<file path="config.mk">
export PLATFORM = sky130hd
export DESIGN_NAME = game_sound_top
export DESIGN_NICKNAME = d
export VERILOG_FILES = /design/src/hdl/game_sound_pkg.sv /design/src/hdl/beat_prescaler.sv /design/src/hdl/melody_sequencer.sv /design/src/hdl/effect_player.sv /design/src/hdl/tone_generator.sv /design/src/hdl/game_sound_top.sv
export SDC_FILE = /design/constraint.sdc
export NUM_CORES = 1
export LEC_CHECK = 0
export BUFFER_PORTS_ARGS = -buffer_cell sky130_fd_sc_hd__buf_2
export CORE_ASPECT_RATIO = 0.8
export CORE_MARGIN = 3
export CORE_UTILIZATION = 30
export CTS_CLUSTER_DIAMETER = 80
export CTS_CLUSTER_SIZE = 16
export DETAILED_ROUTE_END_ITERATION = 16
export SYNTH_ARGS = -nofsm -noshare
export SYNTH_HDL_FRONTEND = slang
export SYNTH_SLANG_ARGS = --single-unit
</file>
<file path="constraint.sdc">
create_clock -name clk -period 3.65 [get_ports clk]
set_input_delay 0.1825 -clock clk [delete_from_list [all_inputs] [get_ports clk]]
set_output_delay 0.1825 -clock clk [all_outputs]
set_load 0.03 [all_outputs]
</file>
<file path="src/hdl/game_sound_pkg.sv">
`default_nettype none

package game_sound_pkg;

    // half a tone period in clock cycles, 0 is silence
    typedef logic [14:0] half_period_t;

    // beat ticks within a step or an effect
    typedef logic [4:0] tick_count_t;

    // melody step index
    typedef logic [4:0] step_t;

    // clock cycles inside the beat prescaler
    typedef logic [15:0] beat_count_t;

    // note pitches as half periods
    localparam half_period_t HALF_G     = 15'd15250;
    localparam half_period_t HALF_B     = 15'd24125;
    localparam half_period_t HALF_D     = 15'd20500;
    localparam half_period_t HALF_E     = 15'd18250;
    localparam half_period_t HALF_C     = 15'd23000;
    localparam half_period_t HALF_BFLAT = 15'd26000;

    // notes of the even steps, odd steps are rests
    localparam half_period_t MELODY [16] = '{
        HALF_G, HALF_B, HALF_D, HALF_B,
        HALF_G, HALF_B, HALF_E, HALF_B,
        HALF_D, HALF_B, HALF_D, HALF_B,
        HALF_D, HALF_B, HALF_C, HALF_B
    };

    // step and effect lengths in beat ticks
    localparam tick_count_t NOTE_TICKS   = 5'd25;
    localparam tick_count_t REST_TICKS   = 5'd30;
    localparam tick_count_t EFFECT_TICKS = 5'd31;

    localparam int MELODY_STEPS = 32;

    // collision effect pitches
    localparam half_period_t GOOD_HALF = HALF_C;
    localparam half_period_t BAD_HALF  = HALF_BFLAT;

    // enabled clock cycles per beat tick
    localparam beat_count_t TICK_CYCLES_DEFAULT = 16'd50000;

endpackage

`default_nettype wire

</file>
<file path="src/hdl/beat_prescaler.sv">
`default_nettype none

module beat_prescaler #(
    parameter game_sound_pkg::beat_count_t tick_cycles = game_sound_pkg::TICK_CYCLES_DEFAULT
) (
    input  logic clk,
    input  logic nrst,
    input  logic enable_i,
    output logic tick_o
);

    game_sound_pkg::beat_count_t count;

    // count only enabled cycles, hold otherwise
    always_ff @(posedge clk or negedge nrst) begin
        if (!nrst) begin
            count  <= '0;
            tick_o <= 1'b0;
        end else if (enable_i) begin
            if (count == tick_cycles - 1'b1) begin
                count  <= '0;
                tick_o <= 1'b1;
            end else begin
                count  <= count + 1'b1;
                tick_o <= 1'b0;
            end
        end else begin
            tick_o <= 1'b0;
        end
    end

    // a tick is a single-cycle pulse unless every cycle is a tick
    assert property (@(posedge clk) disable iff (!nrst)
        (tick_cycles > 1) && tick_o |=> !tick_o);

endmodule

`default_nettype wire

</file>
<file path="src/hdl/melody_sequencer.sv">
`default_nettype none

module melody_sequencer (
    input  logic                         clk,
    input  logic                         nrst,
    input  logic                         tick_i,
    output game_sound_pkg::half_period_t melody_half_o
);

    game_sound_pkg::step_t       step;
    game_sound_pkg::step_t       next_step;
    game_sound_pkg::tick_count_t tick_cnt;
    game_sound_pkg::tick_count_t step_len;
    game_sound_pkg::half_period_t next_half;
    logic                        step_done;

    // odd steps are rests and last longer
    always_comb begin
        if (step[0]) begin
            step_len = game_sound_pkg::REST_TICKS;
        end else begin
            step_len = game_sound_pkg::NOTE_TICKS;
        end
    end

    assign step_done = tick_i && (tick_cnt == step_len - 1'b1);

    // 5-bit step wraps from 31 back to 0
    assign next_step = step + 1'b1;

    // pitch of the step about to start
    always_comb begin
        if (next_step[0]) begin
            next_half = '0;
        end else begin
            next_half = game_sound_pkg::MELODY[next_step[4:1]];
        end
    end

    always_ff @(posedge clk or negedge nrst) begin
        if (!nrst) begin
            step          <= '0;
            tick_cnt      <= '0;
            melody_half_o <= game_sound_pkg::MELODY[0];
        end else if (step_done) begin
            step          <= next_step;
            tick_cnt      <= '0;
            melody_half_o <= next_half;
        end else if (tick_i) begin
            tick_cnt <= tick_cnt + 1'b1;
        end
    end

    assert property (@(posedge clk) disable iff (!nrst)
        step[0] |-> (melody_half_o == '0));

endmodule

`default_nettype wire

</file>
<file path="src/hdl/effect_player.sv">
`default_nettype none

module effect_player (
    input  logic                         clk,
    input  logic                         nrst,
    input  logic                         tick_i,
    input  logic                         good_collision_i,
    input  logic                         bad_collision_i,
    output logic                         effect_active_o,
    output game_sound_pkg::half_period_t effect_half_o
);

    typedef enum logic [1:0] {
        EFFECT_IDLE,
        EFFECT_GOOD,
        EFFECT_BAD
    } effect_state_t;

    effect_state_t               state;
    game_sound_pkg::tick_count_t tick_cnt;

    // a new collision restarts the effect, good wins over bad
    always_ff @(posedge clk or negedge nrst) begin
        if (!nrst) begin
            state           <= EFFECT_IDLE;
            tick_cnt        <= '0;
            effect_active_o <= 1'b0;
        end else if (good_collision_i) begin
            state           <= EFFECT_GOOD;
            tick_cnt        <= '0;
            effect_active_o <= 1'b1;
        end else if (bad_collision_i) begin
            state           <= EFFECT_BAD;
            tick_cnt        <= '0;
            effect_active_o <= 1'b1;
        end else if (state != EFFECT_IDLE && tick_i) begin
            if (tick_cnt == game_sound_pkg::EFFECT_TICKS - 1'b1) begin
                state           <= EFFECT_IDLE;
                tick_cnt        <= '0;
                effect_active_o <= 1'b0;
            end else begin
                tick_cnt <= tick_cnt + 1'b1;
            end
        end
    end

    always_comb begin
        case (state)
            EFFECT_GOOD: effect_half_o = game_sound_pkg::GOOD_HALF;
            EFFECT_BAD:  effect_half_o = game_sound_pkg::BAD_HALF;
            default:     effect_half_o = '0;
        endcase
    end

    // active flag kept in step with the state register
    assert property (@(posedge clk) disable iff (!nrst)
        effect_active_o == (state != EFFECT_IDLE));

endmodule

`default_nettype wire

</file>
<file path="src/hdl/tone_generator.sv">
`default_nettype none

module tone_generator (
    input  logic                         clk,
    input  logic                         nrst,
    input  logic                         enable_i,
    input  logic                         effect_active_i,
    input  game_sound_pkg::half_period_t melody_half_i,
    input  game_sound_pkg::half_period_t effect_half_i,
    output logic                         sound_o
);

    game_sound_pkg::half_period_t sel_half;
    game_sound_pkg::half_period_t prev_half;
    game_sound_pkg::half_period_t count;
    logic                         silent;
    logic                         changed;

    // effect has priority over the melody
    assign sel_half = effect_active_i ? effect_half_i : melody_half_i;
    assign silent   = !enable_i || (sel_half == '0);
    assign changed  = (sel_half != prev_half);

    always_ff @(posedge clk or negedge nrst) begin
        if (!nrst) begin
            prev_half <= '0;
        end else begin
            prev_half <= sel_half;
        end
    end

    // 50 % square wave, restarted low on silence or a new pitch
    always_ff @(posedge clk or negedge nrst) begin
        if (!nrst) begin
            count   <= '0;
            sound_o <= 1'b0;
        end else if (silent || changed) begin
            count   <= '0;
            sound_o <= 1'b0;
        end else if (count == sel_half - 1'b1) begin
            count   <= '0;
            sound_o <= !sound_o;
        end else begin
            count <= count + 1'b1;
        end
    end

    // output settles low one edge after enable drops
    assert property (@(posedge clk) disable iff (!nrst)
        !enable_i |=> !sound_o);

endmodule

`default_nettype wire

</file>
<file path="src/hdl/game_sound_top.sv">
`default_nettype none

module game_sound_top #(
    parameter game_sound_pkg::beat_count_t tick_cycles = game_sound_pkg::TICK_CYCLES_DEFAULT
) (
    input  logic clk,
    input  logic nrst,
    input  logic enable_i,
    input  logic good_collision_i,
    input  logic bad_collision_i,
    output logic sound_o
);

    logic                         tick;
    logic                         effect_active;
    game_sound_pkg::half_period_t melody_half;
    game_sound_pkg::half_period_t effect_half;

    beat_prescaler #(
        .tick_cycles(tick_cycles)
    ) beat_prescaler_i (
        .clk     (clk),
        .nrst    (nrst),
        .enable_i(enable_i),
        .tick_o  (tick)
    );

    melody_sequencer melody_sequencer_i (
        .clk          (clk),
        .nrst         (nrst),
        .tick_i       (tick),
        .melody_half_o(melody_half)
    );

    // runs beside the melody so the tune keeps its place
    effect_player effect_player_i (
        .clk             (clk),
        .nrst            (nrst),
        .tick_i          (tick),
        .good_collision_i(good_collision_i),
        .bad_collision_i (bad_collision_i),
        .effect_active_o (effect_active),
        .effect_half_o   (effect_half)
    );

    tone_generator tone_generator_i (
        .clk            (clk),
        .nrst           (nrst),
        .enable_i       (enable_i),
        .effect_active_i(effect_active),
        .melody_half_i  (melody_half),
        .effect_half_i  (effect_half),
        .sound_o        (sound_o)
    );

endmodule

`default_nettype wire

</file>
==> run metrics, run 1 <==
status finished clean; Yosys top cell by area dfrtp_1; I/O pin cnt 6; initial antenna violation count 0; Leak ~2.2 nW; worst hold slack slightly below 0.008 ns; DRT antenna net count 0; Initial Util 0.309; Fill cells 1458; RSZ-0062 raised after global routing false; dpl hpwl ~6.5 mm; n_diodes 0; CTS tree done; Seq pwr share 0.446; Comb pwr share 0.141; Crit Path Max Fanout 15; pins over their slew limit 0; Yosys reg bits just under 80; Routed WL per cell approximately 14 um; core area ~14000 um2; # port buffers 5; Setup crit end kind register; clock period minus worst slack about 3.2 ns; final worst-path cycle share 0.881; f_max between 300 and 400 MHz; critical path buffer and inverter count 1; post-synthesis mux area share 0.0186; post-synthesis sequential area ratio 0.442; Max Cap Violations 0; placer congestion estimate 0.849; Pre-antenna DRT Iters 4; Synth Area in Compound Gates 0.112; Internal Pwr Total 1.59 mW; drt first-iter violations between 200 and 250; Fin Setup TNS 0 ns; final setup vio count 0; final worst slack 0.435 ns; Mapped Nets between 400 and 500; Startpoint Class register; Yosys cell types 60; vias about 3200; WP data arrival about 3.4 ns; top post-synthesis cells by area dfrtp_1 40%, xor2_1 6.9%, xnor2_1 6.1%; grt ovf 0; post-synthesis cell area 4430 um2; ys async rst share 1.00; Clk pwr share 0.412; Syn. warnings 0; switching part of the total 0.275; Clock Tree Buf Depth 2; ratio of cells with drive above 1 in the final layout 0.0985; final hold vios 0; Skew-Pair Late Insertion Delay between 0.3 and 0.4 ns; Cell Count, Final, Fillers Out between 600 and 700; pre-CTS setup slack 0.433 ns; Residual DRC 0; Placed Cells between 600 and 700; Hold Buf Count CTS 0; CP max-delay cell o31ai_4; Adder-Cell Fraction of Synth Area 0.0339; Top FF cell, synth dfrtp_1; area growth from synthesis to layout 11.0%; buffer cell driving the clock tree root clkbuf_16; syn_area_per_cell between 9 and 10 um2; Critical Path, Cell by Cell inv_1 -> ha_1 -> nor3b_2 -> o21ai_1 -> or3_1 -> a221oi_2 -> nand4_2 -> o31ai_4 -> nor2_1; Hold WC Path Type in -> async; Top Family by Delay on Critical Path compound AO/OA/AOI/OAI gates; share of the synthesized area in the top cell type 0.401; Switch Pwr 0.604 mW; xor and xnor area share after synthesis 0.150; Post-Route WL slightly above 9 mm; total CTS buffers 9; Total GRT Usage 0.121; clock skew ~0.011 ns; cells after synthesis between 400 and 500; Die ar. 16300 um2; Clock Pin Slew Worst Setup and Hold Paths 0.06 ns; Worst slew margin 0.352; number of post-CTS setup repair buffers 0; die width between 100 and 150 um; Post-Synth Simple-Gate Area 0.205; row cnt 39; vias per cell around 5.0; largest family of logic cells by synthesized area simple AND/OR/NAND/NOR gates; critical path type reg -> reg; IR drop worst, VDD between 150 and 200 uV; Critical Path RT between 3 and 4 ns; Worst path max stage delay 0.62 ns; vias in the first global route 3232; H-tree levels 3; largest net degree at the start of global routing 79; # clock sinks 78; PwrDens 446 nW/um2; Post-CTS Resized 0; Die H about 110 um; nets roughly 480; first-pass GRT wire length 15.9 mm; worst-margin pin slew 0.972 ns; Post-synth EDFFs 0
-- final timing paths --
kind	from	end	slack, ns	cells past startpoint
setup / recovery	effect_player_i.state[0]	tone_generator_i.count[2]	0.44	9
hold / removal	nrst	tone_generator_i.count[7]	0.008	1
setup reg to reg	effect_player_i.state[0]	tone_generator_i.count[2]	0.44	9
hold reg to reg	beat_prescaler_i.count[13]	beat_prescaler_i.count[13]	0.50	1
max in group asynchronous	nrst	tone_generator_i.prev_half[13]	3.03	1
min in group clk	good_collision_i	effect_player_i.state[0]	0.06	2
-- layout by cell type, fill, tap and decap left out, drive strengths merged, types with 2 or more instances in the layout --
master / Yosys / routed
dfrtp: 71 / 71
nand2: 51 / 51
nor2: 42 / 42
xor2: 35 / 35
xnor2: 32 / 32
o21ai: 31 / 31
inv: 23 / 24
nand3: 19 / 19
nor3: 16 / 16
ha: 12 / 12
nand4: 12 / 12
and3: 11 / 11
clkbuf: 7 / 10
nand2b: 7 / 7
a21oi: 7 / 7
dfstp: 7 / 7
or3: 7 / 7
buf: 7 / 7
mux2i: 6 / 6
nor2b: 5 / 5
o31ai: 5 / 5
a22o: 4 / 4
nor4: 4 / 4
o22ai: 3 / 3
o221ai: 3 / 3
clkinvlp: 0 / 3
mux2: 2 / 2
xnor3: 2 / 2
o32ai: 2 / 2
or4: 2 / 2
and2: 2 / 2
a21o: 2 / 2
a21boi: 2 / 2
clkinv: 1 / 2
-- flip-flops by register name, summed over array words and instances (netlist names), 2 cells and up --
name,flops
effect_player_i.tick_cnt,5
melody_sequencer_i.melody_half_o,13
effect_player_i.state,2
melody_sequencer_i.tick_cnt,5
tone_generator_i.prev_half,14
tone_generator_i.count,15
melody_sequencer_i.step,5
beat_prescaler_i.count,16
-- layout make-up --
class	instances	area (um2)	area share
well taps	184	230	0.0468
repair buffers	7	42.5	0.00864
flip-flops and latches	78	1960	0.398
multi-input cells	342	2300	0.467
inverters	24	90.1	0.0183
clock buffers	10	229	0.0465
clock inverters	6	70.1	0.0142
-- cells by family (layout without fill, tap and decap cells) --
| family | Yosys count | in the layout |
|---|---|---|
| multiplexers | 8 | 8 |
| AO/OA/AOI/OAI | 71 | 71 |
| buffers and inverters | 38 | 47 |
| flip-flops | 78 | 78 |
| adder cells (fa/ha/maj) | 12 | 12 |
| XOR/XNOR | 70 | 70 |
| AND/OR/NAND/NOR | 181 | 181 |
-- per-stage QoR --
stage / util / cell area [um2] / power (mW)
6_report: 0.343 / 4920 / 2.19
5_1_grt: 0.343 / 4920 / 2.30
3_3_place_gp: 0.322 / 4620 / 1.29
3_5_place_dp: 0.322 / 4620 / 1.30
4_1_cts: 0.343 / 4920 / 2.22
2_1_floorplan: - / 4430 / 1.22
-- synth_stat cells, types with 3 or more instances --
library cell,count
dfrtp_1,71
nand2_1,51
nor2_1,42
xor2_1,35
xnor2_1,31
o21ai_0,27
inv_1,22
nand3_1,19
nor3_1,13
ha_1,12
and3_1,11
nand4_1,11
a21oi_1,7
clkbuf_1,7
dfstp_2,7
nand2b_1,7
mux2i_1,6
nor2b_1,5
or3_1,5
a22o_1,4
o31ai_1,4
buf_2,3
buf_6,3
nor3_2,3
nor4_1,3
o221ai_1,3
o22ai_1,3
-- power groups by stage --
stage	sequential [mW]	combinational, mW	clock (mW)
2_1_floorplan	0.979	0.244	0
3_3_place_gp	0.991	0.303	0
3_5_place_dp	0.993	0.309	0
4_1_cts	0.979	0.312	0.934
5_1_grt	0.985	0.347	0.967
6_report	0.979	0.310	0.905
-- routing by layer --
layer / up-vias / GRT usage / wire length (um)
met5: - / 0 / 0
met4: 0 / 0.0435 / 60
met3: 4 / 0.0284 / 400
met2: 48 / 0.176 / 4040
met1: 1587 / 0.176 / 4540
li1: 1587 / - / -
(Power assumes the default switching activity.)
==> run 2: changes to the inputs <==
- SYNTH_HIERARCHICAL: default -> 1
==> run 2 against run 1 <==
Against the previous run:
- area after synthesis rose by 7.7%
- design area grew 5.9%
- clock skew is 0.0055 ns lower
- critical endpoint is now tone_generator_i/count[5]
- flip-flop and latch count increased by 1
- critical path depth unchanged
- worst setup slack lost 0.20 ns
- critical path type unchanged
- via count grew 7.1%
==> run metrics, run 2 <==
status finished clean (unchanged); largest net degree at the start of global routing 80 (was 79); buffer cell driving the clock tree root clkbuf_16 (unchanged); CTS tree done (unchanged); Multi-input gate area 2500 um2 (was 2300 um2); n_diodes 0 (unchanged); Syn. warnings 6 (was 0); Critical Path RT 3.85 ns (was 3.84 ns); Max Cap Violations 0 (unchanged); IR drop worst, VDD 373 uV (was 195 uV); wire length on met3 502 um (was 400 um); Post-Route M1 WL 4.86 mm (was 4.54 mm); ratio of cells with drive above 1 in the final layout 0.114 (was 0.0985); nets 502 (was 479); Die H 119 um (was 115 um); initial antenna violation count 0 (unchanged); reg-to-reg endpoint tone_generator_i/count[5] (was tone_generator_i.count[2]); Yosys reg bits 79 (was 78); worst-margin pin slew 1.01 ns (was 0.972 ns); Clock Tree Buf Depth 2 (unchanged); Post-synth EDFFs 0 (unchanged); top cells by count, synth 72 x dfrtp_1, 39 x nand2_1, 34 x nor2_1 (was 71 x dfrtp_1, 51 x nand2_1, 42 x nor2_1); Leak 2.29 nW (was 2.16 nW); critical path type reg -> reg (unchanged); I/O pin cnt 6 (unchanged); Crit Path Max Fanout 15 (unchanged); count leader, synth dfrtp_1 (unchanged); Critical Path End tone_generator_i/count[5] (was tone_generator_i.count[2]); vias per cell 4.93 (was 4.96); Post-Route WL 9.64 mm (was 9.05 mm); Residual DRC 0 (unchanged); cells after synthesis 490 (was 458); Worst R2R Start effect_player_i/effect_active_o (was effect_player_i.state[0]); final worst slack 0.232 ns (was 0.435 ns); post-synthesis sequential area ratio 0.416 (was 0.442); vias in the first global route 3391 (was 3232); Yosys cell types 80 (was 60); cell count of the worst reg-to-reg path 9 (unchanged); FF+latch area 1990 um2 (was 1960 um2); PwrDens 405 nW/um2 (was 446 nW/um2); clock skew 0.00561 ns (was 0.0112 ns); share of the synthesized area in the top cell type 0.377 (was 0.401); Startpoint Class register (unchanged); Fin Setup TNS 0 ns (unchanged); H-tree levels 3 (unchanged); Yosys top cell by area dfrtp_1 (unchanged); final hold vios 0 (unchanged); Skew-Pair Late Insertion Delay 0.33 ns (was 0.34 ns); DRT antenna net count 0 (unchanged); Total GRT Usage 0.117 (was 0.121); Setup crit end kind register (unchanged); largest register by flop count beat_prescaler_i/count (was beat_prescaler_i.count); Routed WL per cell 13.7 um (was 13.9 um); syn_area_per_cell 9.74 um2 (was 9.68 um2); row cnt 40 (was 39); Initial Util 0.312 (was 0.309); placer congestion estimate 0.806 (was 0.849); Largest regs beat_prescaler_i/count (16), tone_generator_i/count (15), tone_generator_i/prev_half (15) (was beat_prescaler_i.count (16), tone_generator_i.count (15), tone_generator_i.prev_half (14)); Placed Cells 685 (was 635); Die ar. 17500 um2 (was 16300 um2); pins over their slew limit 0 (unchanged); most common cell after layout, fill and taps aside dfrtp_1 (unchanged); Worst slew margin 0.327 (was 0.352); f_max 293 MHz (was 311 MHz); die width 147 um (was 142 um); Cell Count, Final, Fillers Out 701 (was 651); total CTS buffers 9 (unchanged); clock period minus worst slack 3.42 ns (was 3.21 ns); final worst-path cycle share 0.937 (was 0.881); dpl hpwl 6.89 mm (was 6.53 mm); Top FF cell, synth dfrtp_1 (unchanged); # port buffers 5 (unchanged); Max Used Layer met4 (unchanged); core area 15300 um2 (was 14300 um2); drt first-iter violations 196 (was 213); grt ovf 0 (unchanged); Fill cells 1570 (was 1458); first-pass GRT wire length 16.8 mm (was 15.9 mm); area growth from synthesis to layout 9.17% (was 11.0%); Clock Pin Slew Worst Setup and Hold Paths 0.06 ns (about the same); top post-synthesis cells by area dfrtp_1 38%, xor2_1 6.1%, xnor2_1 5.3% (was dfrtp_1 40%, xor2_1 6.9%, xnor2_1 6.1%); Hold WC Path Type in -> async (unchanged); final setup vio count 0 (unchanged); Pre-antenna DRT Iters 6 (was 4); RSZ-0062 raised after global routing false (unchanged); R2R setup slack 0.23 ns (was 0.44 ns); vias 3454 (was 3226); post-synthesis cell area 4770 um2 (was 4430 um2); met2 wire length 4.24 mm (was 4.04 mm); Critical Path Start effect_player_i/effect_active_o (was effect_player_i.state[0]); WP data arrival 3.62 ns (was 3.41 ns); ys async rst share 1.00 (unchanged); Hold Buf Count CTS 0 (unchanged); max reg flops 16 (unchanged); # clock sinks 79 (was 78); pre-CTS setup slack 0.122 ns (was 0.433 ns); most frequent cells in the layout 72 x dfrtp_1, 39 x nand2_1, 34 x nor2_1 (was 71 x dfrtp_1, 51 x nand2_1, 42 x nor2_1)
## run 2: final cells by class
class | instances | share of cell area
inverters | 32 | 0.0230
multi-input cells | 355 | 0.480
flip-flops and latches | 79 | 0.381
clock inverters | 7 | 0.0108
repair buffers | 9 | 0.0110
clock buffers | 9 | 0.0432
well taps | 210 | 0.0504
## run 2: kinds of logic after synthesis
kind of cell             share of synthesized area
AO/OA/AOI/OAI                                0.120
buffers and inverters                       0.0642
adder cells (fa/ha/maj)                     0.0288
AND/OR/NAND/NOR                              0.211
flip-flops                                   0.416
multiplexers                                0.0459
other                                     0.000786
XOR/XNOR                                     0.114
## run 2: repair_timing
action,CTS,global route
setup endpoints to repair,0,15
setup buffers,0,0
gates resized for setup,0,1
## run 2: metal layers
metal	GRT usage	up-vias
met1	0.169	1670
met4	0.0291	0
met2	0.172	73
li1	-	1707
met5	0	-
met3	0.0312	4
## run 2: worst min path at each step
| stage | from | end | slack (ns) | cells after the start |
|---|---|---|---|---|
| 6_report | nrst | tone_generator_i/prev_half[6] | 0.02 | 1 |
| 5_1_grt | good_collision_i | effect_player_i/state[0] | 0.08 | 2 |
| 4_1_cts | nrst | tone_generator_i/prev_half[7] | 0.06 | 1 |
| 3_5_place_dp | good_collision_i | effect_player_i/state[0] | 0.41 | 2 |
| 3_3_place_gp | good_collision_i | effect_player_i/state[0] | 0.40 | 2 |
| 2_1_floorplan | nrst | beat_prescaler_i/count[0] | -0.11 | 0 |
## run 2: metrics by stage
| step | utilization | hold slack, ns | power [mW] | instance area [um2] |
|---|---|---|---|---|
| 3_5_place_dp | 0.321 | 0.412 | 1.28 | 4920 |
| 5_1_grt | 0.340 | 0.0753 | 2.23 | 5210 |
| 2_1_floorplan | - | -0.113 | 1.22 | 4790 |
| 3_3_place_gp | 0.321 | 0.405 | 1.27 | 4920 |
| 4_1_cts | 0.340 | 0.0563 | 2.14 | 5200 |
| 6_report | 0.340 | 0.0190 | 2.11 | 5210 |
## run 2: critical path, stage by stage, from the launching register on
cell	delay (ns)
dfrtp_1	0.54
mux2i_1	0.37
ha_1	0.27
or4bb_1	0.51
and2_1	0.22
nor3_1	0.35
nor4b_1	0.33
o221ai_2	0.19
o21ai_4	0.36
nor2_1	0.13
## run 2: where the power goes
part	switching, mW	total, mW	internal (mW)
Sequential	0.0506	0.975	0.924
Combinational	0.168	0.291	0.123
Clock	0.374	0.843	0.468
Total	0.593	2.11	1.52
